<file path="config.mk">
export PLATFORM = sky130hd
export DESIGN_NAME = fpMul
export DESIGN_NICKNAME = d
export VERILOG_FILES = /design/src/hw/fpMulPkg.sv /design/src/hw/fpUnpack.sv /design/src/hw/boothMul24.sv /design/src/hw/fpRoundPack.sv /design/src/hw/fpMul.sv
export VERILOG_INCLUDE_DIRS = /design/src /design/src/include
export SDC_FILE = /design/constraint.sdc
export NUM_CORES = 2
export LEC_CHECK = 0
export ABC_CLOCK_PERIOD_IN_PS = 13700
export BUFFER_PORTS_ARGS = -buffer_cell sky130_fd_sc_hd__clkbuf_2
export CAP_MARGIN = 10
export CORE_MARGIN = 5
export CORE_UTILIZATION = 40
export DETAILED_ROUTE_END_ITERATION = 12
export PLACE_DENSITY_LB_ADDON = 0.15
export SETUP_SLACK_MARGIN = 0.2
export SLEW_MARGIN = 10
export SYNTH_ARGS = -nofsm -noshare
export SYNTH_HDL_FRONTEND = slang
export SYNTH_SLANG_ARGS = --single-unit
export TNS_END_PERCENT = 5
</file>
<file path="constraint.sdc">
create_clock -name clk -period 13.7 [get_ports clk]
set_input_delay 3.425 -clock clk [delete_from_list [all_inputs] [get_ports clk]]
set_output_delay 3.425 -clock clk [all_outputs]
set_load 0.01 [all_outputs]
</file>
<file path="src/include/fpMul_settings.svh">
`default_nettype none

`ifndef FP_MUL_SETTINGS_SVH
`define FP_MUL_SETTINGS_SVH

// Single-precision field widths
`define FP_EXP_W   8
`define FP_FRAC_W  23

// Exponent bias and the all-ones exponent used by inf and NaN
`define FP_BIAS    127
`define FP_EXP_MAX 255

// Canonical quiet NaN returned for every NaN result
`define FP_QNAN    32'h7FC00000

`endif

`default_nettype wire

</file>
<file path="src/hw/fpMulPkg.sv">
`include "fpMul_settings.svh"
`default_nettype none

package fpMulPkg;

    // ==================================================
    // Operand and result format
    // ==================================================
    typedef struct packed {
        logic                  sign;
        logic [`FP_EXP_W-1:0]  exp;
        logic [`FP_FRAC_W-1:0] frac;
    } fpWord;

    // ==================================================
    // Rounding modes
    // ==================================================
    // Codes 5 to 7 fall back to RNE
    typedef enum logic [2:0] {
        RM_RNE = 3'd0,
        RM_RTZ = 3'd1,
        RM_RDN = 3'd2,
        RM_RUP = 3'd3,
        RM_RMM = 3'd4
    } roundMode;

    // Kind of result decided in stage 1
    typedef enum logic [1:0] {
        RES_NORMAL = 2'd0,
        RES_ZERO   = 2'd1,
        RES_INF    = 2'd2,
        RES_NAN    = 2'd3
    } resClass;

    // ==================================================
    // Control word carried from stage 1 to stage 3
    // ==================================================
    typedef struct packed {
        logic               sign;
        // Biased exponent of the product before normalization
        logic signed [9:0]  expSum;
        resClass            cls;
        roundMode           rMode;
    } mulCtl;

endpackage

`default_nettype wire

</file>
<file path="src/hw/fpUnpack.sv">
`include "fpMul_settings.svh"
`default_nettype none
`timescale 1ns/100ps

module fpUnpack import fpMulPkg::*; (
    input  logic        clk,
    input  logic        rst,
    input  logic        inValid,
    input  fpWord       opA,
    input  fpWord       opB,
    input  roundMode    rMode,
    output logic        valid,
    output logic [23:0] mantA,
    output logic [23:0] mantB,
    output mulCtl       ctl
);

    logic  aZero, bZero;
    logic  aInf, bInf;
    logic  aNan, bNan;
    mulCtl ctlNext;

    // Exponent 0 covers both true zero and subnormals, which are flushed
    assign aZero = (opA.exp == '0);
    assign bZero = (opB.exp == '0);
    assign aInf  = (opA.exp == `FP_EXP_W'(`FP_EXP_MAX)) && (opA.frac == '0);
    assign bInf  = (opB.exp == `FP_EXP_W'(`FP_EXP_MAX)) && (opB.frac == '0);
    assign aNan  = (opA.exp == `FP_EXP_W'(`FP_EXP_MAX)) && (opA.frac != '0);
    assign bNan  = (opB.exp == `FP_EXP_W'(`FP_EXP_MAX)) && (opB.frac != '0);

    always_comb begin
        ctlNext.sign   = opA.sign ^ opB.sign;
        ctlNext.expSum = {2'b00, opA.exp} + {2'b00, opB.exp} - 10'(`FP_BIAS);
        ctlNext.rMode  = rMode;

        // Priority order is NaN, infinity, zero and then a normal product
        if (aNan || bNan || (aInf && bZero) || (bInf && aZero)) begin
            ctlNext.cls = RES_NAN;
        end else if (aInf || bInf) begin
            ctlNext.cls = RES_INF;
        end else if (aZero || bZero) begin
            ctlNext.cls = RES_ZERO;
        end else begin
            ctlNext.cls = RES_NORMAL;
        end
    end

    always_ff @(posedge clk) begin
        if (rst) begin
            valid <= 1'b0;
        end else begin
            valid <= inValid;
        end
    end

    // Hidden bit restored and flushed operands give a zero mantissa
    always_ff @(posedge clk) begin
        mantA <= aZero ? 24'd0 : {1'b1, opA.frac};
        mantB <= bZero ? 24'd0 : {1'b1, opB.frac};
        ctl   <= ctlNext;
    end

endmodule

`default_nettype wire

</file>
<file path="src/hw/boothMul24.sv">
`default_nettype none
`timescale 1ns/100ps

module boothMul24 import fpMulPkg::*; (
    input  logic        clk,
    input  logic        rst,
    input  logic        inValid,
    input  logic [23:0] mantA,
    input  logic [23:0] mantB,
    input  mulCtl       ctlIn,
    output logic        outValid,
    output logic [47:0] product,
    output mulCtl       ctlOut
);

    // ==================================================
    // Radix-4 digit recoding
    // ==================================================
    // Returns {neg, two, one} for one overlapping bit triplet
    function automatic logic [2:0] boothEncode(input logic [2:0] trip);
        logic [2:0] code;
        code[0] = trip[1] ^ trip[0];
        code[1] = (~trip[2] & trip[1] & trip[0]) | (trip[2] & ~trip[1] & ~trip[0]);
        code[2] = trip[2] & ~(trip[1] & trip[0]);
        return code;
    endfunction

    logic [24:0] multExt;
    logic [47:0] multiplicand;
    logic [47:0] partial;
    logic [47:0] accum;
    logic [2:0]  digit;

    assign multExt      = {mantB, 1'b0};
    assign multiplicand = {24'd0, mantA};

    // ==================================================
    // Partial products and their sum
    // ==================================================
    always_comb begin
        accum   = '0;
        partial = '0;
        digit   = '0;
        for (int i = 0; i < 12; i++) begin
            digit = boothEncode(multExt[2*i +: 3]);
            if (digit[1]) begin
                partial = multiplicand << 1;
            end else if (digit[0]) begin
                partial = multiplicand;
            end else begin
                partial = '0;
            end
            // Two's complement in 48 bits doubles as the sign extension
            if (digit[2]) begin
                partial = -partial;
            end
            accum = accum + (partial << (2 * i));
        end
        // Twelve digits read mantB as signed, so the hidden bit
        // costs one extra mantA at weight 2^24
        if (mantB[23]) begin
            accum = accum + (multiplicand << 24);
        end
    end

    always_ff @(posedge clk) begin
        if (rst) begin
            outValid <= 1'b0;
        end else begin
            outValid <= inValid;
        end
    end

    // Sideband stays aligned with the product
    always_ff @(posedge clk) begin
        product <= accum;
        ctlOut  <= ctlIn;
    end

endmodule

`default_nettype wire

</file>
<file path="src/hw/fpRoundPack.sv">
`include "fpMul_settings.svh"
`default_nettype none
`timescale 1ns/100ps

module fpRoundPack import fpMulPkg::*; (
    input  logic        clk,
    input  logic        rst,
    input  logic        inValid,
    input  logic [47:0] product,
    input  mulCtl       ctl,
    output logic        outValid,
    output fpWord       result,
    output logic        ovrf,
    output logic        udrf
);

    logic [22:0]       fracRaw;
    logic              guard;
    logic              sticky;
    logic              roundUp;
    logic              toMaxFinite;
    logic [24:0]       sigRounded;
    logic signed [9:0] expNorm;
    logic signed [9:0] expFinal;
    logic              isNormal;
    logic              ovfNext;
    logic              udfNext;
    fpWord             resNext;

    // ==================================================
    // Normalize and round
    // ==================================================
    always_comb begin
        // Product of two 1.x values lies in [1, 4)
        if (product[47]) begin
            fracRaw = product[46:24];
            guard   = product[23];
            sticky  = |product[22:0];
        end else begin
            fracRaw = product[45:23];
            guard   = product[22];
            sticky  = |product[21:0];
        end
        expNorm = ctl.expSum + {9'd0, product[47]};

        case (ctl.rMode)
            RM_RTZ:  roundUp = 1'b0;
            RM_RDN:  roundUp = ctl.sign & (guard | sticky);
            RM_RUP:  roundUp = ~ctl.sign & (guard | sticky);
            RM_RMM:  roundUp = guard;
            default: roundUp = guard & (sticky | fracRaw[0]);
        endcase

        // Carry out of rounding leaves the fraction at zero
        sigRounded = {2'b01, fracRaw} + {24'd0, roundUp};
        expFinal   = expNorm + {9'd0, sigRounded[24]};
    end

    // Overflow saturates when rounding points toward zero
    always_comb begin
        case (ctl.rMode)
            RM_RTZ:  toMaxFinite = 1'b1;
            RM_RDN:  toMaxFinite = ~ctl.sign;
            RM_RUP:  toMaxFinite = ctl.sign;
            default: toMaxFinite = 1'b0;
        endcase
    end

    assign isNormal = (ctl.cls == RES_NORMAL);
    assign ovfNext  = isNormal && (expFinal >= 10'sd255);
    assign udfNext  = isNormal && (expFinal <= 10'sd0);

    // ==================================================
    // Result packing
    // ==================================================
    always_comb begin
        case (ctl.cls)
            RES_NAN: begin
                resNext = `FP_QNAN;
            end
            RES_INF: begin
                resNext = {ctl.sign, 8'(`FP_EXP_MAX), 23'd0};
            end
            RES_ZERO: begin
                resNext = {ctl.sign, 31'd0};
            end
            default: begin
                if (ovfNext) begin
                    resNext = toMaxFinite ? {ctl.sign, 8'(`FP_EXP_MAX - 1), 23'h7FFFFF}
                                          : {ctl.sign, 8'(`FP_EXP_MAX), 23'd0};
                end else if (udfNext) begin
                    resNext = {ctl.sign, 31'd0};
                end else begin
                    resNext = {ctl.sign, expFinal[7:0], sigRounded[22:0]};
                end
            end
        endcase
    end

    // Flags can only rise together with outValid
    always_ff @(posedge clk) begin
        if (rst) begin
            outValid <= 1'b0;
            ovrf     <= 1'b0;
            udrf     <= 1'b0;
        end else begin
            outValid <= inValid;
            ovrf     <= inValid & ovfNext;
            udrf     <= inValid & udfNext;
        end
    end

    always_ff @(posedge clk) begin
        if (inValid) begin
            result <= resNext;
        end
    end

endmodule

`default_nettype wire

</file>
<file path="src/hw/fpMul.sv">
`default_nettype none
`timescale 1ns/100ps

module fpMul import fpMulPkg::*; (
    input  logic     clk,
    input  logic     rst,
    input  logic     inValid,
    input  fpWord    opA,
    input  fpWord    opB,
    input  roundMode rMode,
    output logic     outValid,
    output fpWord    result,
    output logic     ovrf,
    output logic     udrf
);

    // Stage 1 outputs
    logic        unpValid;
    logic [23:0] unpMantA;
    logic [23:0] unpMantB;
    mulCtl       unpCtl;

    // Stage 2 outputs
    logic        mulValid;
    logic [47:0] mulProduct;
    mulCtl       mulCtlOut;

    // ==================================================
    // Three-stage pipeline with one cycle per stage
    // ==================================================
    fpUnpack u_unpack (
        .clk     (clk),
        .rst     (rst),
        .inValid (inValid),
        .opA     (opA),
        .opB     (opB),
        .rMode   (rMode),
        .valid   (unpValid),
        .mantA   (unpMantA),
        .mantB   (unpMantB),
        .ctl     (unpCtl)
    );

    boothMul24 u_booth (
        .clk      (clk),
        .rst      (rst),
        .inValid  (unpValid),
        .mantA    (unpMantA),
        .mantB    (unpMantB),
        .ctlIn    (unpCtl),
        .outValid (mulValid),
        .product  (mulProduct),
        .ctlOut   (mulCtlOut)
    );

    fpRoundPack u_round (
        .clk      (clk),
        .rst      (rst),
        .inValid  (mulValid),
        .product  (mulProduct),
        .ctl      (mulCtlOut),
        .outValid (outValid),
        .result   (result),
        .ovrf     (ovrf),
        .udrf     (udrf)
    );

endmodule

`default_nettype wire

</file>
# Yosys cells after proc, flatten, opt, wreduce, memory -nomap -nowiden

Cells that the tools add are included.

Reductions and logical operators: 23
Add/sub/neg operators: 29
Magnitude comparators: 2
Bitwise gates (word level): 133
Eq/ne operators: 9
Muxes and demuxes: 50

Operators with widths:

| operator            | number |
|---|---|
| $add A48 B48 Y48    | 12 |
| $mux W24            | 15 |
| $mux W25            | 12 |
| $mux W48            | 2 |
| $pmux W32 S3        | 1 |
| $and A1 B1 Y1       | 72 |
| $mux W31            | 2 |
| $neg A48 Y48        | 1 |
| $logic_not A23 Y1   | 2 |
| $mux W46            | 1 |
| $neg A25 Y46        | 1 |
| $reduce_bool A23 Y1 | 2 |
| $mux W44            | 1 |
| $neg A25 Y44        | 1 |
| $mux W42            | 1 |
| $neg A42 Y42        | 1 |
| $mux W40            | 1 |
| $neg A40 Y40        | 1 |
| $mux W38            | 1 |
| $neg A25 Y38        | 1 |
| $mux W36            | 1 |
| $neg A25 Y36        | 1 |
| $not A1 Y1          | 36 |
| $mux W34            | 1 |
| other kinds (34)    | 76 |

Input port bits: 70
Register bits after elaboration: 165

# Logic depth before layout (Yosys ltp)

Word-level depth: 20
Depth in mapped cells: 49
Mapped depth without buffers: 44

# Modules after synthesis

A second synthesis with hierarchy kept.

Cells, all modules: 4446
Area total of the unflattened synthesis: 33360.7 um2

By module, submodules not included:

| module      | times used | cells each | area each (um2) | sequential area each (um2) |
|---|---|---|---|---|
| boothMul24  | 1          | 3964       | 28418.5         | 1301.2 |
| fpRoundPack | 1          | 282        | 2712.6          | 1021.0 |
| fpUnpack    | 1          | 200        | 2229.6          | 1301.2 |

# Worst setup path after synthesis

OpenSTA, ideal clock, no wires.

Path kind: reg-to-reg
Start: register u_unpack.mantB[0]
End: register u_booth.product[44]
Setup slack: 2943 ps
Required time: 13579 ps
Cell stages (with the launch flop): 46
Clock period less this slack: 10757 ps
Setup time: 121 ps
Arrival: 10637 ps
Path through: dfxtp_1 clkbuf_1 clkbuf_1 buf_1 clkbuf_1 clkbuf_1 a22oi_1 ha_1 inv_1 a221oi_2 nand4b_1 a221o_1 a211o_1 a221o_1 nand2b_1 or3_1 clkbuf_1 o21ai_1 (+10 left out) o21bai_1 a21o_1 a211oi_1 o21ba_2 o21bai_1 a21o_1 a31oi_1 xnor2_1 ha_1 a2111oi_0 nand2b_1 a2bb2oi_1 a221o_1 a211oi_1 o21bai_1 a211oi_1 xnor2_1 mux2_2

Longest elaborated chain between the ends: 18

RTL lines:

| element                          | RTL line         | RTL |
|---|---|---|
| start, declared                  | fpUnpack.sv:14   | `output logic [23:0] mantB,` |
| start signal, assigned           | fpUnpack.sv:59   | `mantB <= bZero ? 24'd0 : {1'b1, opB.frac};` |
| $not A1 Y1                       | boothMul24.sv:23 | `code[1] = (~trip[2] & trip[1] & trip[0]) \| (trip[2] & ~trip[1] & ~trip[0]);` |
| $and A1 B1 Y1                    | boothMul24.sv:23 |  |
| $mux W25 *                       | boothMul24.sv:46 | `if (digit[1]) begin` |
| $neg A48 Y48                     | boothMul24.sv:55 | `partial = -partial;` |
| $mux W48 *                       | boothMul24.sv:54 | `if (digit[2]) begin` |
| $add A48 B48 Y48 * (11 in a row) | boothMul24.sv:57 | `accum = accum + (partial << (2 * i));` |
| $add A48 B48 Y48                 | boothMul24.sv:62 | `accum = accum + (multiplicand << 24);` |
| $mux W48 *                       | boothMul24.sv:61 | `if (mantB[23]) begin` |
| net u_booth.accum[44]            | boothMul24.sv:31 | `logic [47:0] accum;` |
| end signal, assigned             | boothMul24.sv:76 | `product <= accum;` |
| end, declared                    | boothMul24.sv:12 | `output logic [47:0] product,` |

The timed path passes the listed nets; every way through them passes the cells marked *.
A chain may end at the register's enable or synchronous reset.

# Worst setup path in the final report

Start: register u_unpack.mantA[2]
End: register u_booth.product[47]

Longest elaborated chain between the ends: 17

RTL lines:

| element                                             | RTL line         | RTL |
|---|---|---|
| start, declared                                     | fpUnpack.sv:13   | `output logic [23:0] mantA,` |
| start signal, assigned                              | fpUnpack.sv:58   | `mantA <= aZero ? 24'd0 : {1'b1, opA.frac};` |
| $mux W24                                            | boothMul24.sv:48 | `end else if (digit[0]) begin` |
| $mux W25                                            | boothMul24.sv:46 |  |
| $neg A48 Y48 / $neg A25 Y46 (equally long branches) | boothMul24.sv:55 |  |
| $mux W48 / $mux W46 (equally long branches)         | boothMul24.sv:54 |  |
| $add A48 B48 Y48 (11 in a row)                      | boothMul24.sv:57 |  |
| $add A48 B48 Y48                                    | boothMul24.sv:62 |  |
| $mux W48 *                                          | boothMul24.sv:61 |  |
| net u_booth.accum[47]                               | boothMul24.sv:31 |  |

Marks and branches as above.

==> metrics.md <==
| Metric | Value |
|---|---|
| RSZ-0062 raised after global routing | no |
| CTS tree | built |
| Synth area leaders | fa_1 (21%), dfxtp_1 (8.2%), xnor2_1 (6.5%), a21oi_1 (5.9%), ha_1 (5.5%) |
| CP Capture Type | flip-flop |
| Routed via count | 32,320 |
| Initial antenna violation count | 3 |
| Slew Limit Headroom | a little under a quarter |
| Highest Clock Rate | 0.08107 GHz |
| Slowest-stage cell, CP | a211oi_1 |
| Count of different cell masters after synthesis | 94 |
| Seq cells post-synth | 165 |
| TritonCTS Buffers | 17 |
| Area after DPL | 0.03418 mm² |
| First-pass GRT wire length | 210.0 mm |
| Port Buffers | 104 |
| Fillers | between 8,000 and 9,000 |
| Critical Path RT | 14,050 ps |
| Skew final | approximately 22 ps |
| Crit path largest cell delay | just over 800 ps |
| CTS Hold Bufs | 0 |
| Die width | slightly below 300 µm |
| Syn nets | 4,815 |
| Post-DP HPWL | roughly 110 mm |
| Post-synth top area cell | fa_1 |
| Share of synthesized registers carrying an async set or reset | 0% |
| Gr ovfl total | 0 |
| Die H | 295.5 µm |
| Post-Synthesis Cells | between 4,000 and 5,000 |
| Initial Utilization | about two fifths |
| Total wire length | 144.5 mm |
| Count of final setup violators | 0 |
| Post-CTS sizing | 0 |
| Mean Syn Cell Area | 7.648 µm² |
| Die area | 0.08732 mm² |
| Total Neg Setup Slack | 0 ps |
| Slew Limit Fails | 0 |
| H-tree lvl count | 4 |
| Synth Cell Area | 0.03261 mm² |
| Layout area overhead | 6.662% |
| Core Area | 0.08068 mm² |
| Post CTS Setup Buffer Count | 0 |
| Number of flops mapped to enable cells by yosys | 32 |
| Commonest non-fill, non-tap cells in the layout | a21oi_1 (383), inv_1 (380), fa_1 (339) |
| Hold violation total from the final report | 0 |
| Ys Warns | 0 |
| Commonest non-fill, non-tap cell in the layout | a21oi_1 |
| CP Launch Type | flip-flop |
| Tot GR Track Use | 32.22% |
| Antenna Nets Post-Route | 0 |
| # DRC | 0 |
| Outcome | finished clean |
| Rows | 104 |
| GP Congestion | 1.005 |
| Crit share post-route | 90.04% |
| Number of global-route vias before repair | 30,380 |
| Maxcap violations | 0 |
| Final net count | 4,713 |
| CTS max path bufs | 2 |
| WS Path Type | flip-flop to flip-flop |
| Post-synthesis sequential area ratio | between 10% and 20% |
| Pin count of the biggest net entering global routing | 55 |
| CTS Root Cell | clkbuf_16 |
| HP Class | flip-flop to flip-flop |
| Ratio of cells with drive above 1 in the final layout | slightly above 9% |
| CP max FO | 35 |
| Clk slew on worst S/H paths | 70 ps |
| Mean number of vias per cell | ~6.2 |
| Worst-margin pin slew | 1150 ps |
| Design Area, Final | around 0.035 mm² |
| IO Pins | 105 |
| First DRT Iteration DRCs | 4,548 |
| Main synth FF type | dfxtp_1 |
| Sinks on Clock Net | 165 |
| Top-area cell type share of the netlist area | 20.81% |
| Min cycle time layout | around 12,000 ps |
| First-pass DRT Iterations | 8 |
| Wirelength per Cell | 27.61 µm |
| Worst skew pair latency | 500 ps |
| WP data arrival | 12,690 ps |
-- registers in the layout, summed over array words and instances (netlist names) --
signal and cells:
u_booth.ctlOut 16, u_booth.outValid 1, u_booth.product 48, u_round.outValid 1, u_round.ovrf 1, u_round.result 32
u_round.udrf 1, u_unpack.ctl 16, u_unpack.mantA 24, u_unpack.mantB 24, u_unpack.valid 1
-- layer usage --
layer | vias up | GRT usage, % | wire [µm]
met5 | - | 0 | 0
met4 | 0 | 12.72 | 6881
met3 | 359 | 8.346 | 17850
met2 | 2056 | 47.43 | 59780
met1 | 15440 | 45.31 | 60030
li1 | 14470 | - | -
-- critical path, delay by kind of cell (launching register included) --
kind,cells,cell delay [ps]
simple gates,10,2850
flops,1,600
xor+xnor,4,560
fa+ha+maj,6,2530
compound gates,18,5380
buf+inv,3,210
-- cell families (layout without fill, tap and decap cells) --
logic type	count (synthesis)	count (layout)	synth area share (%)
xor gates and xnor gates	401	401	10.84
and+or+nand+nor	1243	1243	18.93
AOI/OAI and AO/OA	1190	1190	22.88
other	0	1	0
adders and majority gates	482	482	26.30
buffers and inverters	740	651	8.561
muxes	42	42	1.381
DFF	165	165	11.11
-- cell type report --
cell class	count	area, µm²	share of cell area, %
Sequential cell	165	3643	10.48
Timing Repair Buffer	234	1509	4.339
Inverter	385	1445	4.155
Clock buffer	18	439.2	1.263
Multi-Input combinational cell	3358	26250	75.49
Clock inverter	14	157.7	0.4533
Antenna cell	1	2.502	0.007196
Tap cell	1060	1326	3.814
-- worst paths after layout --
kind | to | cells after the start | slack (ps) | startpoint
hold / removal | u_booth.ctlOut[7] | 0 | 330 | u_unpack.ctl[7]
setup / recovery | u_booth.product[47] | 41 | 1360 | u_unpack.mantA[2]
setup reg to reg | u_booth.product[47] | 41 | 1360 | u_unpack.mantA[2]
hold reg to reg | u_booth.ctlOut[7] | 0 | 330 | u_unpack.ctl[7]
-- metrics by stage --
stage | utilization (%) | setup slack, ps | instances | hold WS [ps]
after floorplan | - | 2943 | 4263 | 309.6
after global placement | 42.36 | 1781 | 5202 | 310.4
after detailed placement | 42.36 | 1758 | 5202 | 312.1
after CTS | 43.10 | 1712 | 5234 | 328.0
after global routing | 43.10 | 765.6 | 5234 | 338.5
final | 43.11 | 1364 | 5235 | 327.3
-- synthesized netlist by cell type (all sizes together), types with 22 or more instances --
cell      n
a211oi   56
a21o     48
a21oi   383
a22oi    34
a31oi   163
and2     89
and3    112
buf      48
clkbuf  307
dfxtp   133
edfxtp   32
fa      339
ha      143
inv     381
mux2     24
nand2   277
nand2b   43
nand3    88
nand4    27
nor2    340
nor2b    33
nor3     76
nor4     35
o211ai   31
o21a     26
o21ai   235
o21bai   23
o31ai    39
or2      34
or3      22
xnor2   242
xor2    158
Power is not shown: default switching activity piles up to over one toggle a cycle in this logic, so the estimate is an artifact.
